===== src/sysctl_defines.svh =====
// Address map, bus widths and sizes of the system controller.
// Include this header in any file that needs a width or a region base.
`ifndef SYSCTL_DEFINES_SVH
`define SYSCTL_DEFINES_SVH

// CPU bus
`define SYSCTL_ADDR_W 32
`define SYSCTL_DATA_W 32
`define SYSCTL_STRB_W 4

// Region decode
`define SYSCTL_REGION_MASK 32'hF000_0000
`define SYSCTL_OFFSET_MASK 32'h0FFF_FFFF
`define SYSCTL_OFFSET_W 28
`define SYSCTL_SRAM_BASE 32'h2000_0000
`define SYSCTL_IO_BASE 32'hF000_0000

// Block RAM, 8 KiB at address zero
`define SYSCTL_BRAM_WORDS 2048
`define SYSCTL_BRAM_AW 11

// External halfword SRAM
`define SYSCTL_SRAM_AW 18
`define SYSCTL_SRAM_DW 16

`define SYSCTL_TICKS_PER_SEC 50000000

`endif


===== src/sysctl_map_pkg.sv =====
// Types describing the memory map: the decoded address region and
// the register offsets inside the I/O page.
package sysctl_map_pkg;

	// Region selected by the top address nibble
	typedef enum logic [1:0] {
		REGION_BRAM,
		REGION_SRAM,
		REGION_IO,
		REGION_NONE
	} region_e;

	// Low 16 bits of an I/O page offset
	typedef enum logic [15:0] {
		IO_LED  = 16'h1000,
		IO_SECS = 16'h1100,
		IO_SD   = 16'h2000
	} io_reg_e;

endpackage


===== src/sysctl_target_if.sv =====
// Link between the bus decoder and one memory or register target.
// sel is held from issue until the target answers with a one-cycle ready.
`include "sysctl_defines.svh"

interface sysctl_target_if;

	logic sel;
	logic [`SYSCTL_OFFSET_W-1:0] addr;
	logic [`SYSCTL_DATA_W-1:0] wdata;
	logic [`SYSCTL_STRB_W-1:0] wstrb;
	logic ready;
	logic [`SYSCTL_DATA_W-1:0] rdata;

	modport host (
		output sel, addr, wdata, wstrb,
		input ready, rdata
	);

	modport target (
		input sel, addr, wdata, wstrb,
		output ready, rdata
	);

endinterface


===== src/sysctl_decoder.sv =====
// CPU bus front end. Classifies each request by address region, runs the
// selected target until it is ready and returns its data with mem_ready_o.
`include "sysctl_defines.svh"

module sysctl_decoder (
	input  logic clk,
	input  logic resetn,
	input  logic mem_valid_i,
	input  logic [`SYSCTL_ADDR_W-1:0] mem_addr_i,
	input  logic [`SYSCTL_DATA_W-1:0] mem_wdata_i,
	input  logic [`SYSCTL_STRB_W-1:0] mem_wstrb_i,
	output logic mem_ready_o,
	output logic [`SYSCTL_DATA_W-1:0] mem_rdata_o,
	sysctl_target_if.host bram_o,
	sysctl_target_if.host sram_o,
	sysctl_target_if.host io_o
);

	sysctl_map_pkg::region_e region, region_q;
	logic [`SYSCTL_ADDR_W-1:0] offset_full;
	logic [`SYSCTL_OFFSET_W-1:0] addr_q;
	logic [`SYSCTL_DATA_W-1:0] wdata_q;
	logic [`SYSCTL_STRB_W-1:0] wstrb_q;
	logic busy_q, wait_q;
	logic accept;
	logic tgt_ready;
	logic [`SYSCTL_DATA_W-1:0] tgt_rdata;

	assign offset_full = mem_addr_i & `SYSCTL_OFFSET_MASK;
	assign accept = mem_valid_i && !busy_q && !wait_q;

	always_comb begin
		if (mem_addr_i < `SYSCTL_BRAM_WORDS * 4)
			region = sysctl_map_pkg::REGION_BRAM;
		else if ((mem_addr_i & `SYSCTL_REGION_MASK) == `SYSCTL_SRAM_BASE)
			region = sysctl_map_pkg::REGION_SRAM;
		else if ((mem_addr_i & `SYSCTL_REGION_MASK) == `SYSCTL_IO_BASE)
			region = sysctl_map_pkg::REGION_IO;
		else
			region = sysctl_map_pkg::REGION_NONE;
	end

	// Reply of the target that owns the request in flight
	always_comb begin
		case (region_q)
			sysctl_map_pkg::REGION_BRAM: {tgt_ready, tgt_rdata} = {bram_o.ready, bram_o.rdata};
			sysctl_map_pkg::REGION_SRAM: {tgt_ready, tgt_rdata} = {sram_o.ready, sram_o.rdata};
			sysctl_map_pkg::REGION_IO: {tgt_ready, tgt_rdata} = {io_o.ready, io_o.rdata};
			default: {tgt_ready, tgt_rdata} = '0;
		endcase
	end

	always_ff @(posedge clk) begin
		if (!resetn) begin
			region_q <= sysctl_map_pkg::REGION_NONE;
			busy_q <= 1'b0;
			wait_q <= 1'b0;
			mem_ready_o <= 1'b0;
			bram_o.sel <= 1'b0;
			sram_o.sel <= 1'b0;
			io_o.sel <= 1'b0;
		end else begin
			mem_ready_o <= 1'b0;
			if (accept) begin
				region_q <= region;
				if (region == sysctl_map_pkg::REGION_NONE) begin
					// Nothing mapped here, answer at once
					mem_ready_o <= 1'b1;
					wait_q <= 1'b1;
				end else begin
					busy_q <= 1'b1;
					bram_o.sel <= (region == sysctl_map_pkg::REGION_BRAM);
					sram_o.sel <= (region == sysctl_map_pkg::REGION_SRAM);
					io_o.sel <= (region == sysctl_map_pkg::REGION_IO);
				end
			end else if (busy_q && tgt_ready) begin
				busy_q <= 1'b0;
				wait_q <= 1'b1;
				mem_ready_o <= 1'b1;
				bram_o.sel <= 1'b0;
				sram_o.sel <= 1'b0;
				io_o.sel <= 1'b0;
			end else if (wait_q && !mem_valid_i) begin
				wait_q <= 1'b0;
			end
		end
	end

	always_ff @(posedge clk) begin
		if (accept) begin
			addr_q <= offset_full[`SYSCTL_OFFSET_W-1:0];
			wdata_q <= mem_wdata_i;
			wstrb_q <= mem_wstrb_i;
			if (region == sysctl_map_pkg::REGION_NONE)
				mem_rdata_o <= '0;
		end else if (busy_q && tgt_ready) begin
			mem_rdata_o <= tgt_rdata;
		end
	end

	assign bram_o.addr = addr_q;
	assign bram_o.wdata = wdata_q;
	assign bram_o.wstrb = wstrb_q;
	assign sram_o.addr = addr_q;
	assign sram_o.wdata = wdata_q;
	assign sram_o.wstrb = wstrb_q;
	assign io_o.addr = addr_q;
	assign io_o.wdata = wdata_q;
	assign io_o.wstrb = wstrb_q;

endmodule


===== src/flat_wrapper.sv =====
// flat-port wrapper written by rule: the top's interface ports become plain ports
module sysctl_decoder_flat 
  (clk, resetn, mem_valid_i, mem_addr_i, mem_wdata_i, mem_wstrb_i, mem_ready_o, mem_rdata_o, bram_o_sel, bram_o_addr, bram_o_wdata, bram_o_wstrb, bram_o_ready, bram_o_rdata, sram_o_sel, sram_o_addr, sram_o_wdata, sram_o_wstrb, sram_o_ready, sram_o_rdata, io_o_sel, io_o_addr, io_o_wdata, io_o_wstrb, io_o_ready, io_o_rdata);
  sysctl_target_if bram_o_i ();
  sysctl_target_if sram_o_i ();
  sysctl_target_if io_o_i ();
  input  logic clk;
  input  logic resetn;
  input  logic mem_valid_i;
  input  logic [`SYSCTL_ADDR_W-1:0] mem_addr_i;
  input  logic [`SYSCTL_DATA_W-1:0] mem_wdata_i;
  input  logic [`SYSCTL_STRB_W-1:0] mem_wstrb_i;
  output logic mem_ready_o;
  output logic [`SYSCTL_DATA_W-1:0] mem_rdata_o;
  output wire logic [$bits(bram_o_i.sel)-1:0] bram_o_sel;
  output wire logic [$bits(bram_o_i.addr)-1:0] bram_o_addr;
  output wire logic [$bits(bram_o_i.wdata)-1:0] bram_o_wdata;
  output wire logic [$bits(bram_o_i.wstrb)-1:0] bram_o_wstrb;
  input wire logic [$bits(bram_o_i.ready)-1:0] bram_o_ready;
  input wire logic [$bits(bram_o_i.rdata)-1:0] bram_o_rdata;
  output wire logic [$bits(sram_o_i.sel)-1:0] sram_o_sel;
  output wire logic [$bits(sram_o_i.addr)-1:0] sram_o_addr;
  output wire logic [$bits(sram_o_i.wdata)-1:0] sram_o_wdata;
  output wire logic [$bits(sram_o_i.wstrb)-1:0] sram_o_wstrb;
  input wire logic [$bits(sram_o_i.ready)-1:0] sram_o_ready;
  input wire logic [$bits(sram_o_i.rdata)-1:0] sram_o_rdata;
  output wire logic [$bits(io_o_i.sel)-1:0] io_o_sel;
  output wire logic [$bits(io_o_i.addr)-1:0] io_o_addr;
  output wire logic [$bits(io_o_i.wdata)-1:0] io_o_wdata;
  output wire logic [$bits(io_o_i.wstrb)-1:0] io_o_wstrb;
  input wire logic [$bits(io_o_i.ready)-1:0] io_o_ready;
  input wire logic [$bits(io_o_i.rdata)-1:0] io_o_rdata;
  assign bram_o_sel = bram_o_i.sel;
  assign bram_o_addr = bram_o_i.addr;
  assign bram_o_wdata = bram_o_i.wdata;
  assign bram_o_wstrb = bram_o_i.wstrb;
  assign bram_o_i.ready = bram_o_ready;
  assign bram_o_i.rdata = bram_o_rdata;
  assign sram_o_sel = sram_o_i.sel;
  assign sram_o_addr = sram_o_i.addr;
  assign sram_o_wdata = sram_o_i.wdata;
  assign sram_o_wstrb = sram_o_i.wstrb;
  assign sram_o_i.ready = sram_o_ready;
  assign sram_o_i.rdata = sram_o_rdata;
  assign io_o_sel = io_o_i.sel;
  assign io_o_addr = io_o_i.addr;
  assign io_o_wdata = io_o_i.wdata;
  assign io_o_wstrb = io_o_i.wstrb;
  assign io_o_i.ready = io_o_ready;
  assign io_o_i.rdata = io_o_rdata;
  sysctl_decoder u_core (.clk(clk), .resetn(resetn), .mem_valid_i(mem_valid_i), .mem_addr_i(mem_addr_i), .mem_wdata_i(mem_wdata_i), .mem_wstrb_i(mem_wstrb_i), .mem_ready_o(mem_ready_o), .mem_rdata_o(mem_rdata_o), .bram_o(bram_o_i), .sram_o(sram_o_i), .io_o(io_o_i));
endmodule

===== config.mk =====
export PLATFORM = sky130hd
export DESIGN_NAME = sysctl_decoder_flat
export DESIGN_NICKNAME = d
export VERILOG_FILES = /design/src/sysctl_map_pkg.sv /design/src/sysctl_target_if.sv /design/src/sysctl_decoder.sv /design/src/flat_wrapper.sv
export VERILOG_INCLUDE_DIRS = /design/src
export SDC_FILE = /design/constraint.sdc
export NUM_CORES = 1
export LEC_CHECK = 0
export ABC_CLOCK_PERIOD_IN_PS = 6400
export BUFFER_PORTS_ARGS = -buffer_cell sky130_fd_sc_hd__buf_4
export CAP_MARGIN = 20
export CORE_AREA = 2 2 155 157
export DETAILED_ROUTE_END_ITERATION = 12
export DIE_AREA = 0 0 157 159
export PLACE_DENSITY = 0.57
export SKIP_CTS_REPAIR_TIMING = 1
export SLEW_MARGIN = 40
export SYNTH_ARGS = -nofsm -noshare
export SYNTH_HDL_FRONTEND = slang
export SYNTH_SLANG_ARGS = --single-unit

===== constraint.sdc =====
create_clock -name clk -period 6.4 [get_ports clk]
set_clock_uncertainty 0.15 [all_clocks]
set_input_delay 0.64 -clock clk [delete_from_list [all_inputs] [get_ports clk]]
set_output_delay 0.64 -clock clk [all_outputs]
set_load 0.02 [all_outputs]

==> qor.yml, run 1 <==
global_routing:
  grt_util_all_layers_pct: 12.9
  grt_remaining_overflow: 0
  grt_max_degree: 103
  grt_util_met3_pct: 3.73
  met1_usage_pct: 15.4
  grt_pass1_wl_um: 23700
  grt_antenna_before_repair: 1
  grt_pass1_vias: 3856
  use_met2_pct: 22.4
  grt-busiest-layer: "met2"
outcome:
  outcome: "completed"
clocking:
  cts_root_buf: "clkbuf_16"
  clock_path_buffers: 2
  cts_tree: "yes"
  htree_levels: 3
  cts.sinks: 104
  worstSkewPairLatency_ps: 350
  numCtsBuffers: 9
  clkTransAtPathRegs_ps: 80
timing:
  timing.hold.ws_ps: 307
  setup_violations: 0
  setup_tns_ps: 0
  tightest_slew_ps: 655
  fin_crit_ps: 2760
  final_hold_viol_count: 0
  maxSlewViolCount: 0
  fin_ws_ps: 3640
  finalCritPeriodShare_pct: 43.1
  max-slew-margin-rel_pct: 56.4
  rsz0062_at_grt: "false"
  fmax_mhz: 363
logic_synthesis:
  syn-cell-area_sq_um: 5100
  synth-async-reset-ratio_pct: 0
  syn_nets: 593
  yosys.cell_types.count: 33
  synth_seq_area_share_pct: 59.6
  synth_edf_count: 96
  syn_avg_cell_area_sq_um: 12.1
  synthCells: 423
  synth_warnings: 0
  ys.flop_type: "edfxtp_1"
  ys_ff_latch: 104
floorplanning:
  die_h_um: 159
  coreArea_sq_um: 23200
  start_util_pct: 22.0
  dieArea_sq_um: 25000
  num_rows: 56
  fp.dieW_um: 157
  ioPinCount: 398
critical_path:
  cp-start-kind: "register"
  worstPathArrival_ps: 2600
  cp_data_required_time_ps: 6240
  r2r_start: "u_core.busy_q"
  slowest_stage: "or3b_1"
  crit_path_end_kind: "register"
  cp_max_fo: 102
  r2r_cells: 4
  crit_chain: "or3b_1 > inv_8 > o211ai_1 > nand2_4"
  critPathMaxStageDelay_ps: 550
  r2r_slack_ps: 3640
  crit_type: "register to register"
  r2r_end: "u_core.mem_rdata_o[12]"
power:
  p_per_area_nw_per_um2: 240
  p_leak_uw: 0.00358
  ir_worst_vdd_mv: 0.0909
layout:
  fin_area_sq_um: 7750
  layout_commonest_cell: "buf_4"
  layout_common_cells: "buf_4 (400), edfxtp_1 (96), nor2_1 (67)"
  post-route-util_pct: 33.4
  diodes: 0
  drive_gt1_share_pct: 60.5
  fin_nets: 858
  area_delta_synth_final_pct: 51.9
drt:
  vias_per_cell: 3.90
  first_iter_violations: 154
  drt_wl_total_um: 17100
  wl_per_cell_um: 16.9
  dr.pass1.iters: 4
  drtAntennaViolNets: 0
  drc_errors: 0
  vias: 3951
placement:
  port_buffers: 397
  postPlaceCellArea_sq_um: 7450
  place_ws_ps: 2860
  place.gp.congestion: 0.836
  dpl.hpwl_um: 13500
min_path:
  worstHoldPathCells: 1
  min-delay-start: "mem_wdata_i[13]"
  hp-class: "input pin to register"
  hold_path_end: "u_core.bram_o.wdata[13]"
run:
  cap_violations: 0
-- cells by family after synthesis --
family	after synthesis	synth area share, %
AND/OR/NAND/NOR	89	7.43
AO/OA/AOI/OAI	49	5.39
multiplexers	33	6.47
flip-flops	104	59.6
buffers and inverters	148	21.1
-- through the flow --
stage / cells / power (uW)
3_3_place_gp: 996 / 1310
4_1_cts: 1012 / 1890
2_1_floorplan: 423 / 1120
5_1_grt: 1012 / 1930
6_report: 1012 / 1860
3_5_place_dp: 996 / 1310
-- worst max path at each step --
| stage | startpoint | end | cells past startpoint |
|---|---|---|---|
| final | u_core.busy_q | u_core.mem_rdata_o[12] | 4 |
| after global routing | u_core.busy_q | u_core.mem_rdata_o[18] | 4 |
| after CTS | u_core.busy_q | u_core.mem_rdata_o[12] | 4 |
| after detailed placement | mem_valid_i | u_core.mem_rdata_o[24] | 5 |
| after global placement | mem_valid_i | u_core.mem_rdata_o[25] | 5 |
| after floorplan | mem_valid_i | u_core.bram_o.addr[0] | 5 |
-- report_power, final --
part | internal [uW] | switching, uW
combinational | 205 | 245
clock | 306 | 261
sequential | 803 | 39.4
-- Yosys cell counts, types with 2 or more instances --
| library cell | n | area, sq um |
|---|---|---|
| nor2_1 | 67 | 251 |
| nor4_1 | 3 | 18.8 |
| clkbuf_1 | 5 | 18.8 |
| a21oi_1 | 34 | 170 |
| o21ai_0 | 5 | 25.0 |
| nand4_1 | 2 | 12.5 |
| nor3_1 | 2 | 10.0 |
| buf_4 | 129 | 968 |
| mux2i_1 | 33 | 330 |
| buf_2 | 10 | 50.1 |
| a31oi_1 | 2 | 12.5 |
| edfxtp_1 | 96 | 2880 |
| nand2_1 | 7 | 26.3 |
| o211ai_1 | 2 | 15.0 |
| dfxtp_1 | 8 | 160 |
-- sequential cells by signal, summed over array words and instances (netlist names) --
register	count
u_core.io_o.sel	1
u_core.mem_ready_o	1
u_core.bram_o.wstrb	4
u_core.bram_o.wdata	32
u_core.bram_o.addr	28
u_core.wait_q	1
u_core.sram_o.sel	1
u_core.bram_o.sel	1
u_core.busy_q	1
u_core.region_q	2
u_core.mem_rdata_o	32
-- cell type report --
type,instances,area (sq um)
fill,2397,15400
sequential,104,3040
timing repair buffer,400,3000
multi-input combinational,171,995
tap,319,399
clock buffer,10,229
clock inverter,6,66.3
inverter,2,15.0
-- critical path: cells and delay by family, from the launching register on --
| kind | cells | cell delay, ps |
|---|---|---|
| and+or+nand+nor | 2 | 990 |
| buffers and inverters | 1 | 520 |
| DFF | 1 | 350 |
| AOI/OAI and AO/OA | 1 | 350 |
-- per-layer routing --
metal | routed length [um] | up-vias
li1 | - | 1877
met1 | 6830 | 1842
met2 | 8550 | 217
met3 | 1540 | 13
met4 | 191 | 2
met5 | 17 | -
Power figures use the tool's default switching activity.
==> inputs of run 2 (changes only) <==
ABC_CLOCK_PERIOD_IN_PS = 2500   (was 6400)
PLACE_DENSITY = 0.58   (was 0.57)
clock period = 2.5 ns   (was 6.4 ns; I/O delays follow)
==> run 2 against run 1 <==
Sequential power rose to 2.6 times the previous value. Critical endpoint is now u_core.mem_rdata_o[8]. Clock power rose to 2.6 times the previous value. Cell area up 9.5%. Total power rose to 2.6 times the previous value. Non-clock buffer count is 71 higher. Worst hold slack worse by 260 ps. Count of clock-buffer cells in the layout shrank 1. First-iteration DRC count is 33% higher. Routed wire length up 7.1%. Combinational power rose to 2.8 times the previous value.
==> qor.yml, run 2 (synthesis results as in run 1) <==
drt:
  first_iter_violations: 205
  dr.pass1.iters: 4
  vias: 4252
  drc_errors: 0
  drt_wl_total_um: 18300
  drtAntennaViolNets: 0
  vias_per_cell: 3.93
  wl_per_cell_um: 16.9
floorplanning:
  fp.dieW_um: 157
  ioPinCount: 398
  die_h_um: 159
  dieArea_sq_um: 25000
  num_rows: 56
  coreArea_sq_um: 23200
  start_util_pct: 22.0
global_routing:
  grt_antenna_before_repair: 0
  grt_pass1_wl_um: 24100
  grt_util_all_layers_pct: 13.2
  grt_pass1_vias: 3873
  grt_remaining_overflow: 0
  grt_max_degree: 69
outcome:
  outcome: "completed"
critical_path:
  cp_max_fo: 19
  crit_path_end_kind: "register"
  worstPathArrival_ps: 2350
  cp_data_required_time_ps: 2440
  crit_type: "input pin to register"
  cp-start-kind: "input pin"
power:
  p_leak_uw: 0.00391
  p_per_area_nw_per_um2: 577
  ir_worst_vdd_mv: 0.279
timing:
  final_hold_viol_count: 0
  fin_crit_ps: 2410
  fmax_mhz: 415
  setup_violations: 0
  max-slew-margin-rel_pct: 63.7
  finalCritPeriodShare_pct: 96.4
  setup_tns_ps: 0
  tightest_slew_ps: 540
  maxSlewViolCount: 0
  rsz0062_at_grt: "false"
  fin_ws_ps: 91.2
min_path:
  hp-class: "input pin to register"
clocking:
  clock_path_buffers: 2
  clkTransAtPathRegs_ps: 80
  cts_tree: "yes"
  cts_root_buf: "clkbuf_16"
  htree_levels: 3
  worstSkewPairLatency_ps: 350
  numCtsBuffers: 9
  cts.sinks: 104
placement:
  place.gp.congestion: 0.865
  place_ws_ps: 269
  port_buffers: 397
  dpl.hpwl_um: 14300
layout:
  area_delta_synth_final_pct: 66.3
  layout_common_cells: "buf_4 (403), edfxtp_1 (96), nor2_1 (67)"
  nFillCells: 2326
  layout_commonest_cell: "buf_4"
  diodes: 0
  fin_nets: 929
  drive_gt1_share_pct: 55.8
run:
  cap_violations: 0
## run 2: changes by cell type in the layout (fill, tap and decap cells not counted), sizes merged
cell,previous run,this run
clkinvlp,2,0
inv,4,2
clkinv,1,6
dlygate4sd3,0,65
clkbuf,10,9
buf,400,406
## run 2: cell type report
cell class	count	area (sq um)	share of cell area [%]
clock buffers	9	225	2.65
clock inverters	7	80.1	0.944
repair buffers	471	3730	44.0
multi-input cells	171	995	11.7
well taps	319	399	4.70
flip-flops and latches	104	3040	35.9
inverters	2	12.5	0.147
## run 2: final timing paths
kind / from / to / slack [ps] / cells after the start
worst max-delay path: mem_addr_i[22] / u_core.mem_rdata_o[8] / 90 / 7
worst min-delay path: mem_valid_i / u_core.wait_q / 40 / 3
worst max register to register: u_core.region_q[0] / u_core.mem_rdata_o[8] / 470 / 5
worst min register to register: u_core.wait_q / u_core.wait_q / 350 / 2
## run 2: critical path, stage by stage
cell	delay [ps]
dlygate4sd3_1	540
buf_4	150
nor4_1	410
a41oi_1	310
o211ai_1	340
nand2_2	90
buf_4	220
## run 2: power by group
part,internal [uW],switching (uW),total [uW]
sequential,2050,108,2160
clock,789,684,1470
combinational,609,654,1260
total,3450,1450,4900
## run 2: through the flow
stage	hold slack (ps)	utilization, %	total power [uW]	instance area, sq um	cells
after floorplan	176	-	2870	5100	423
after global placement	279	32.4	3380	7520	1001
after detailed placement	279	32.4	3390	7520	1001
after CTS	-100	33.7	4880	7820	1017
after global routing	36.3	36.6	5100	8490	1083
final	42.5	36.6	4900	8490	1083
## run 2: metal layers
layer	track usage [%]	routed length, um	vias to the layer above
met1	15.5	7390	2009
met5	0	0	-
met4	2.88	130	0
met3	3.95	1430	11
li1	-	-	2019
met2	23.6	9400	213
==> inputs of run 3 (changes only) <==
CORE_AREA = 2 2 154 156   (was 2 2 155 157)
DIE_AREA = 0 0 156 158   (was 0 0 157 159)
PLACE_DENSITY = 0.59   (was 0.58)
==> run 3 against run 2 <==
Combinational power about the same. Count of clock-buffer cells in the layout unchanged. Register-to-register slack worse by 130 ps. Total power down 0.72%. Cell area down 0.88%. Sequential power about the same. Highest routed layer is now met5. Flip-flop and latch count unchanged. Worst hold slack better by 9.7 ps. Global-route usage down 0.47 points. Critical path depth unchanged.
==> qor.yml, run 3 (synthesis results as in run 1) <==
outcome:
  outcome: "completed"
floorplanning:
  coreArea_sq_um: 23100
  ioPinCount: 398
  die_h_um: 158
  dieArea_sq_um: 24600
  fp.dieW_um: 156
  start_util_pct: 22.1
  num_rows: 56
timing:
  fin_crit_ps: 2400
  timing.hold.ws_ps: 52.2
  fmax_mhz: 416
  max-slew-margin-rel_pct: 67.4
  setup_violations: 0
  rsz0062_at_grt: "false"
  tightest_slew_ps: 485
  final_hold_viol_count: 0
  setup_tns_ps: 0
  maxSlewViolCount: 0
  finalCritPeriodShare_pct: 96.2
critical_path:
  cp_max_fo: 27
  r2r_start: "u_core.busy_q"
  crit_type: "input pin to register"
  critPathMaxStageDelay_ps: 530
  crit_chain: "dlygate4sd3_1 > buf_4 > nor4_1 > a41oi_1 > o211ai_1 > nand2_2 > buf_12"
  slowest_stage: "dlygate4sd3_1"
  worstPathArrival_ps: 2350
  crit_path_end_kind: "register"
  cp-start-kind: "input pin"
  r2r_slack_ps: 340
  r2r_end: "u_core.mem_rdata_o[30]"
  cp_data_required_time_ps: 2440
  r2r_cells: 5
layout:
  diodes: 0
  layout_common_cells: "buf_4 (401), edfxtp_1 (96), nor2_1 (67)"
  area_delta_synth_final_pct: 64.8
  fin_nets: 926
  drive_gt1_share_pct: 55.6
  post-route-util_pct: 36.5
  fin_area_sq_um: 8410
  stdcell_count: 1051
  layout_commonest_cell: "buf_4"
global_routing:
  grt_antenna_before_repair: 1
  grt_pass1_vias: 3768
  grt_max_degree: 84
  grt_remaining_overflow: 0
  grt_util_all_layers_pct: 12.8
  grt_pass1_wl_um: 22900
min_path:
  hold_path_end: "u_core.wait_q"
  hp-class: "input pin to register"
  worstHoldPathCells: 3
  min-delay-start: "mem_valid_i"
placement:
  dpl.hpwl_um: 13800
  dp.cells: 970
  postPlaceCellArea_sq_um: 7460
  port_buffers: 397
  place.gp.congestion: 0.828
clocking:
  clock_path_buffers: 2
  cts_root_buf: "clkbuf_16"
  cts_tree: "yes"
  worstSkewPairLatency_ps: 350
  clkTransAtPathRegs_ps: 80
  numCtsBuffers: 9
  htree_levels: 3
  cts.sinks: 104
drt:
  vias: 4240
  dr.pass1.iters: 4
  drt_wl_total_um: 17900
  vias_per_cell: 4.03
  drtAntennaViolNets: 0
  drc_errors: 0
  wl_per_cell_um: 17.1
  first_iter_violations: 220
power:
  p_leak_uw: 0.00388
  p_per_area_nw_per_um2: 578
  ir_worst_vdd_mv: 0.262
run:
  cap_violations: 0
## run 3: metrics by stage
stage          power [uW]  setup slack [ps]
2_1_floorplan        2870              99.3
3_3_place_gp         3370               248
3_5_place_dp         3380               253
4_1_cts              4860               345
5_1_grt              5070              35.9
6_report             4860              96.2
## run 3: where the power goes
| group | switching [uW] | internal (uW) |
|---|---|---|
| Sequential | 104 | 2050 |
| Combinational | 651 | 603 |
| Clock | 662 | 789 |
## run 3: per-layer routing
layer	GRT usage, %	vias up	share of wire (%)
met2	22.8	216	52
met4	3.15	2	1.0
li1	-	2007	-
met1	14.5	1997	38
met3	4.54	18	9.4
met5	0	-	0.078
## run 3: area by class of cell
| cell class | instances | area (sq um) |
|---|---|---|
| Fill cell | 2333 | 14600 |
| Timing Repair Buffer | 468 | 3700 |
| Sequential cell | 104 | 3040 |
| Multi-Input combinational cell | 171 | 990 |
| Tap cell | 290 | 363 |
| Clock buffer | 9 | 225 |
| Clock inverter | 7 | 76.3 |
| Inverter | 2 | 12.5 |
## run 3: worst max path at each step
stage | startpoint | to | cells past startpoint
floorplan | u_core.busy_q | u_core.bram_o.addr[0] | 5
global placement | mem_addr_i[25] | u_core.mem_rdata_o[19] | 6
detailed placement | mem_addr_i[25] | u_core.mem_rdata_o[11] | 6
CTS | u_core.busy_q | u_core.mem_rdata_o[19] | 5
global route | mem_addr_i[14] | u_core.mem_rdata_o[30] | 7
finish | mem_addr_i[20] | u_core.mem_rdata_o[30] | 7
## run 3: critical path: cells and delay by family
kind / cells / cell delay, ps
buffers and inverters: 3 / 880
and+or+nand+nor: 2 / 600
AOI/OAI and AO/OA: 2 / 590
